<file path="src/hw/addr_reg_ram.sv">
/*
 * Simple dual-port RAM with a registered read address.
 * The read enable captures the address; data follows that address
 * combinationally, so a write to it shows on the next cycle.
 */
module addr_reg_ram #(
	parameter int DATA_W = 16,
	parameter int ADDR_W = 8
) (
	input  logic              clk_i,
	input  logic              rd_en_i,
	input  logic [ADDR_W-1:0] rd_addr_i,
	input  logic              wr_en_i,
	input  logic [ADDR_W-1:0] wr_addr_i,
	input  logic [DATA_W-1:0] wr_data_i,
	output logic [DATA_W-1:0] rd_data_o
);

	logic [DATA_W-1:0] mem_q [0:(1<<ADDR_W)-1];
	logic [ADDR_W-1:0] rd_addr_q;

	always_ff @(posedge clk_i)
	begin
		if (rd_en_i)
		begin
			rd_addr_q <= rd_addr_i;
		end
		if (wr_en_i)
		begin
			mem_q[wr_addr_i] <= wr_data_i;
		end
	end

	// held address keeps driving the output between enables
	assign rd_data_o = mem_q[rd_addr_q];

endmodule

</file>
<file path="config.mk">
export PLATFORM = sky130hd
export DESIGN_NAME = addr_reg_ram
export DESIGN_NICKNAME = d
export VERILOG_FILES = /design/src/hw/addr_reg_ram.sv
export SDC_FILE = /design/constraint.sdc
export NUM_CORES = 2
export LEC_CHECK = 0
export BUFFER_PORTS_ARGS = -buffer_cell sky130_fd_sc_hd__buf_2
export CORE_MARGIN = 5
export CORE_UTILIZATION = 35
export CTS_CLUSTER_DIAMETER = 150
export DETAILED_ROUTE_END_ITERATION = 8
export REMOVE_ABC_BUFFERS = 1
export SLEW_MARGIN = 20
export SYNTH_ARGS = -nofsm -noshare
export SYNTH_HDL_FRONTEND = slang
export SYNTH_SLANG_ARGS = --single-unit
export TNS_END_PERCENT = 5
</file>
<file path="constraint.sdc">
create_clock -name clk_i -period 2.8 [get_ports clk_i]
set_input_delay 0.42 -clock clk_i [delete_from_list [all_inputs] [get_ports clk_i]]
set_output_delay 0.42 -clock clk_i [all_outputs]
set_load 0.1 [all_outputs]
</file>
==> flow_metrics.tcl <==
set metrics [dict create \
    rsz0062_at_grt "yes" \
    p_int_w 0.104 \
    die-width_um 684 \
    cts.sinks 4112 \
    path_clk_slew_ns 0.06 \
    synth-edff-count 4104 \
    max_slew_margin_pct 34.5 \
    stdcell_count 15023 \
    yosysWarnings 0 \
    tritoncts "built" \
    cp.arrival_ns 4.68 \
    min_from "wr_addr_i[1]" \
    worst_hold_slack_ns 0.250 \
    synthesis.area_um2 159000 \
    cts-root-buf "clkbuf_16" \
    route.detailed.drc 0 \
    rr_worst_depth 1 \
    power_density_nw_per_um2 706 \
    drtIter0Drc 10318 \
    placed_cells 14178 \
    cp_max_fo 13 \
    finalCoreUtilization_pct 42.5 \
    status "complete, but fails checks" \
    die_area_um2 468000 \
    grt_usage_pct 18.6 \
    avgViaCountPerCell 5.52 \
    endpoint_kind "output pin" \
    grt_pass1_vias 83323 \
    seq_area_frac_synth_pct 77.6 \
    synth-seq-cells 4112 \
    synth_flop_cell "edfxtp_1" \
    fin_area_um2 192000 \
    pwr-share-seq_pct 50.0 \
    overflow 0 \
    comb_power_share_pct 9.9 \
    worst_pin_slew_ns 0.982 \
    clock.fmax_mhz 196 \
    period_minus_slack_ns 5.10 \
    peakVddDrop_mv 0.509 \
    placed_cell_area_um2 176000 \
    hold_violations 0 \
    start_util_pct 35.1 \
    setup_viol 16 \
    fin_ws_ns -2.30 \
    area_growth_pct 21.0 \
    leakage_nw 62.1 \
    grt_max_degree 122 \
    pwr-share-clk_pct 40.1 \
    grt_pass1_wl_mm 634 \
    antenna_left 0 \
    clock_latency_ns 0.98 \
    slowest_delay_ns 0.74 \
    cp_slowest_cell "nor4_4" \
    hold_depth 4 \
    io_pins 51 \
    drv_slew 0 \
    cts_buffer_depth 4 \
    critPathMostFrequentCell "buf_6" \
    skew_ns 0.0926 \
    async_flop_share_pct 0 \
    startpoint_type "flip-flop" \
    htreeDepth 5 \
    switching_share_pct 23.1 \
    ys_types 57 \
    wl_per_cell_um 29.8 \
    drv_cap 0 \
    first_pass_iters 5 \
    vias 82906 \
    rows 247 \
    gp_congestion 0.883 \
    switching_power_w 0.0313 \
    path_class "reg -> out" \
    core_area_um2 452000 \
    nNetsFinal 8727 \
    min_period_over_period_pct 182 \
    hold_path_class "in -> reg" \
    die_h_um 684 \
    place_ws_ns -2.28 \
    avgSynthCellArea_um2 21.4 \
    layout-drive-gt1-share_pct 31.6 \
    path_cells "buf_6 -> nand2b_4 -> buf_6 -> buf_6 -> o22ai_2 -> buf_4 -> nor4_1 -> nor4_2 -> buf_4 -> nand4_1 -> nand4b_1 -> nor4_4 -> buf_12" \
    syn-instance-count 7440 \
    io_buffer_count 50 \
    r2r-start "rd_addr_q[0]" \
    antenna_found_initial 31 \
    hpwl_mm 279 \
    violations "setup timing" \
    wl_mm 448 \
    cts_buffers 412 \
    required_ns 2.38 \
]
==> cells in the final DEF (no fill, tap or decap), types with 19 or more instances in the layout <==
master,Yosys,routed
edfxtp_1,4104,4104
buf_4,49,878
mux4_2,808,808
mux2i_1,606,601
clkbuf_16,0,416
buf_12,5,258
nor2_1,312,238
nor3_1,228,206
o22ai_1,187,167
o221ai_1,165,156
a21oi_1,116,116
clkinv_1,1,110
nand2_1,90,90
clkbuf_1,195,82
clkinv_2,0,76
nor2_2,0,71
o21ai_0,62,55
bufinv_16,0,42
buf_6,66,35
a22oi_1,33,32
nor4_1,60,31
buf_8,20,26
a221oi_1,30,25
dlygate4sd3_1,1,25
buf_16,0,25
a22o_1,29,24
nand4_1,20,20
nor3_2,0,19
==> sequential cells by signal, indices dropped and copies added, names as in the netlist, named ones only <==
name / flops
mem_q: 4096
rd_addr_q: 8
==> power by group through the flow <==
| stage | Clock [W] | Sequential (W) | Combinational (W) |
|---|---|---|---|
| after floorplan | 0 | 0.0698 | 0.00867 |
| after global placement | 0 | 0.0692 | 0.0124 |
| after detailed placement | 0 | 0.0692 | 0.0126 |
| after CTS | 0.0554 | 0.0679 | 0.0134 |
| after global routing | 0.0580 | 0.0679 | 0.0139 |
| final | 0.0545 | 0.0679 | 0.0134 |
==> worst paths after layout <==
path              endpoint  slack (ns)
max           rd_data_o[0]       -2.30
min          mem_q[203][9]        0.25
max reg2reg      flip-flop        1.90
min reg2reg      flip-flop        0.51
==> cells by family after synthesis <==
logic type             share of synthesized area [%]
AO/OA/AOI/OAI                                   2.91
multiplexers                                    15.4
flip-flops                                      77.6
AND/OR/NAND/NOR                                 2.29
buffers and inverters                           1.75
==> synthesized netlist by cell type, drive strengths merged (6+ instances only) <==
library cell,instances,area share (%)
edfxtp,4104,78
mux4,812,12
mux2i,606,3.8
nor2,312,0.74
buf,249,1.3
nor3,228,0.72
clkbuf,196,0.47
o22ai,187,0.74
o221ai,167,0.93
a21oi,116,0.37
nand2,90,0.21
o21ai,62,0.20
nor4,60,0.24
a22oi,33,0.16
a221oi,30,0.17
a22o,29,0.16
nand3,28,0.088
nand4,20,0.079
a211oi,14,0.066
nor2b,11,0.043
o211ai,10,0.047
mux2,9,0.064
dfxtp,8,0.10
a2111oi,7,0.044
nand4b,7,0.039
a32oi,6,0.033
nand2b,6,0.025
or3,6,0.024
==> cell type report <==
cell class	count	area, µm²
fill	38736	260000
sequential	4112	123000
multi-input combinational	2879	33800
timing repair buffer	1283	14100
clock buffer	496	10700
tap	5976	7480
clock inverter	265	2640
inverter	4	27.5
antenna	8	20.0
==> critical path, delay by kind of cell, from the launching register on <==
family | cells | cell delay, ns
AO/OA/AOI/OAI | 1 | 0.11
buffers and inverters | 6 | 1.08
AND/OR/NAND/NOR | 6 | 2.19
flip-flops | 1 | 0.37
==> per-stage QoR <==
| step | setup TNS (ns) | total power [W] |
|---|---|---|
| finish | -34.06 | 0.136 |
| detailed placement | -30.49 | 0.0818 |
| global placement | -31.69 | 0.0816 |
| floorplan | -831.65 | 0.0785 |
| CTS | -35.00 | 0.137 |
| global route | -35.79 | 0.140 |
==> what timing repair did <==
action,4_1_cts,5_1_grt
gates resized for setup,251,23
buffers inserted,33,0
hold buffers,25,0
gates cloned,17,2
hold endpoints to repair,462,0
pin swaps,28,7
endpoints found under the setup margin,16,16
==> layer usage <==
layer  vias up  global-route usage, %  wire length [µm]
li1      34077                      -                 -
met1     44176                   25.5            178000
met2      3907                   30.1            214000
met3       742                   2.89             36600
met4         4                   7.01             19400
met5         -                      0                25
No activity file was read; power rests on OpenSTA's default activity.
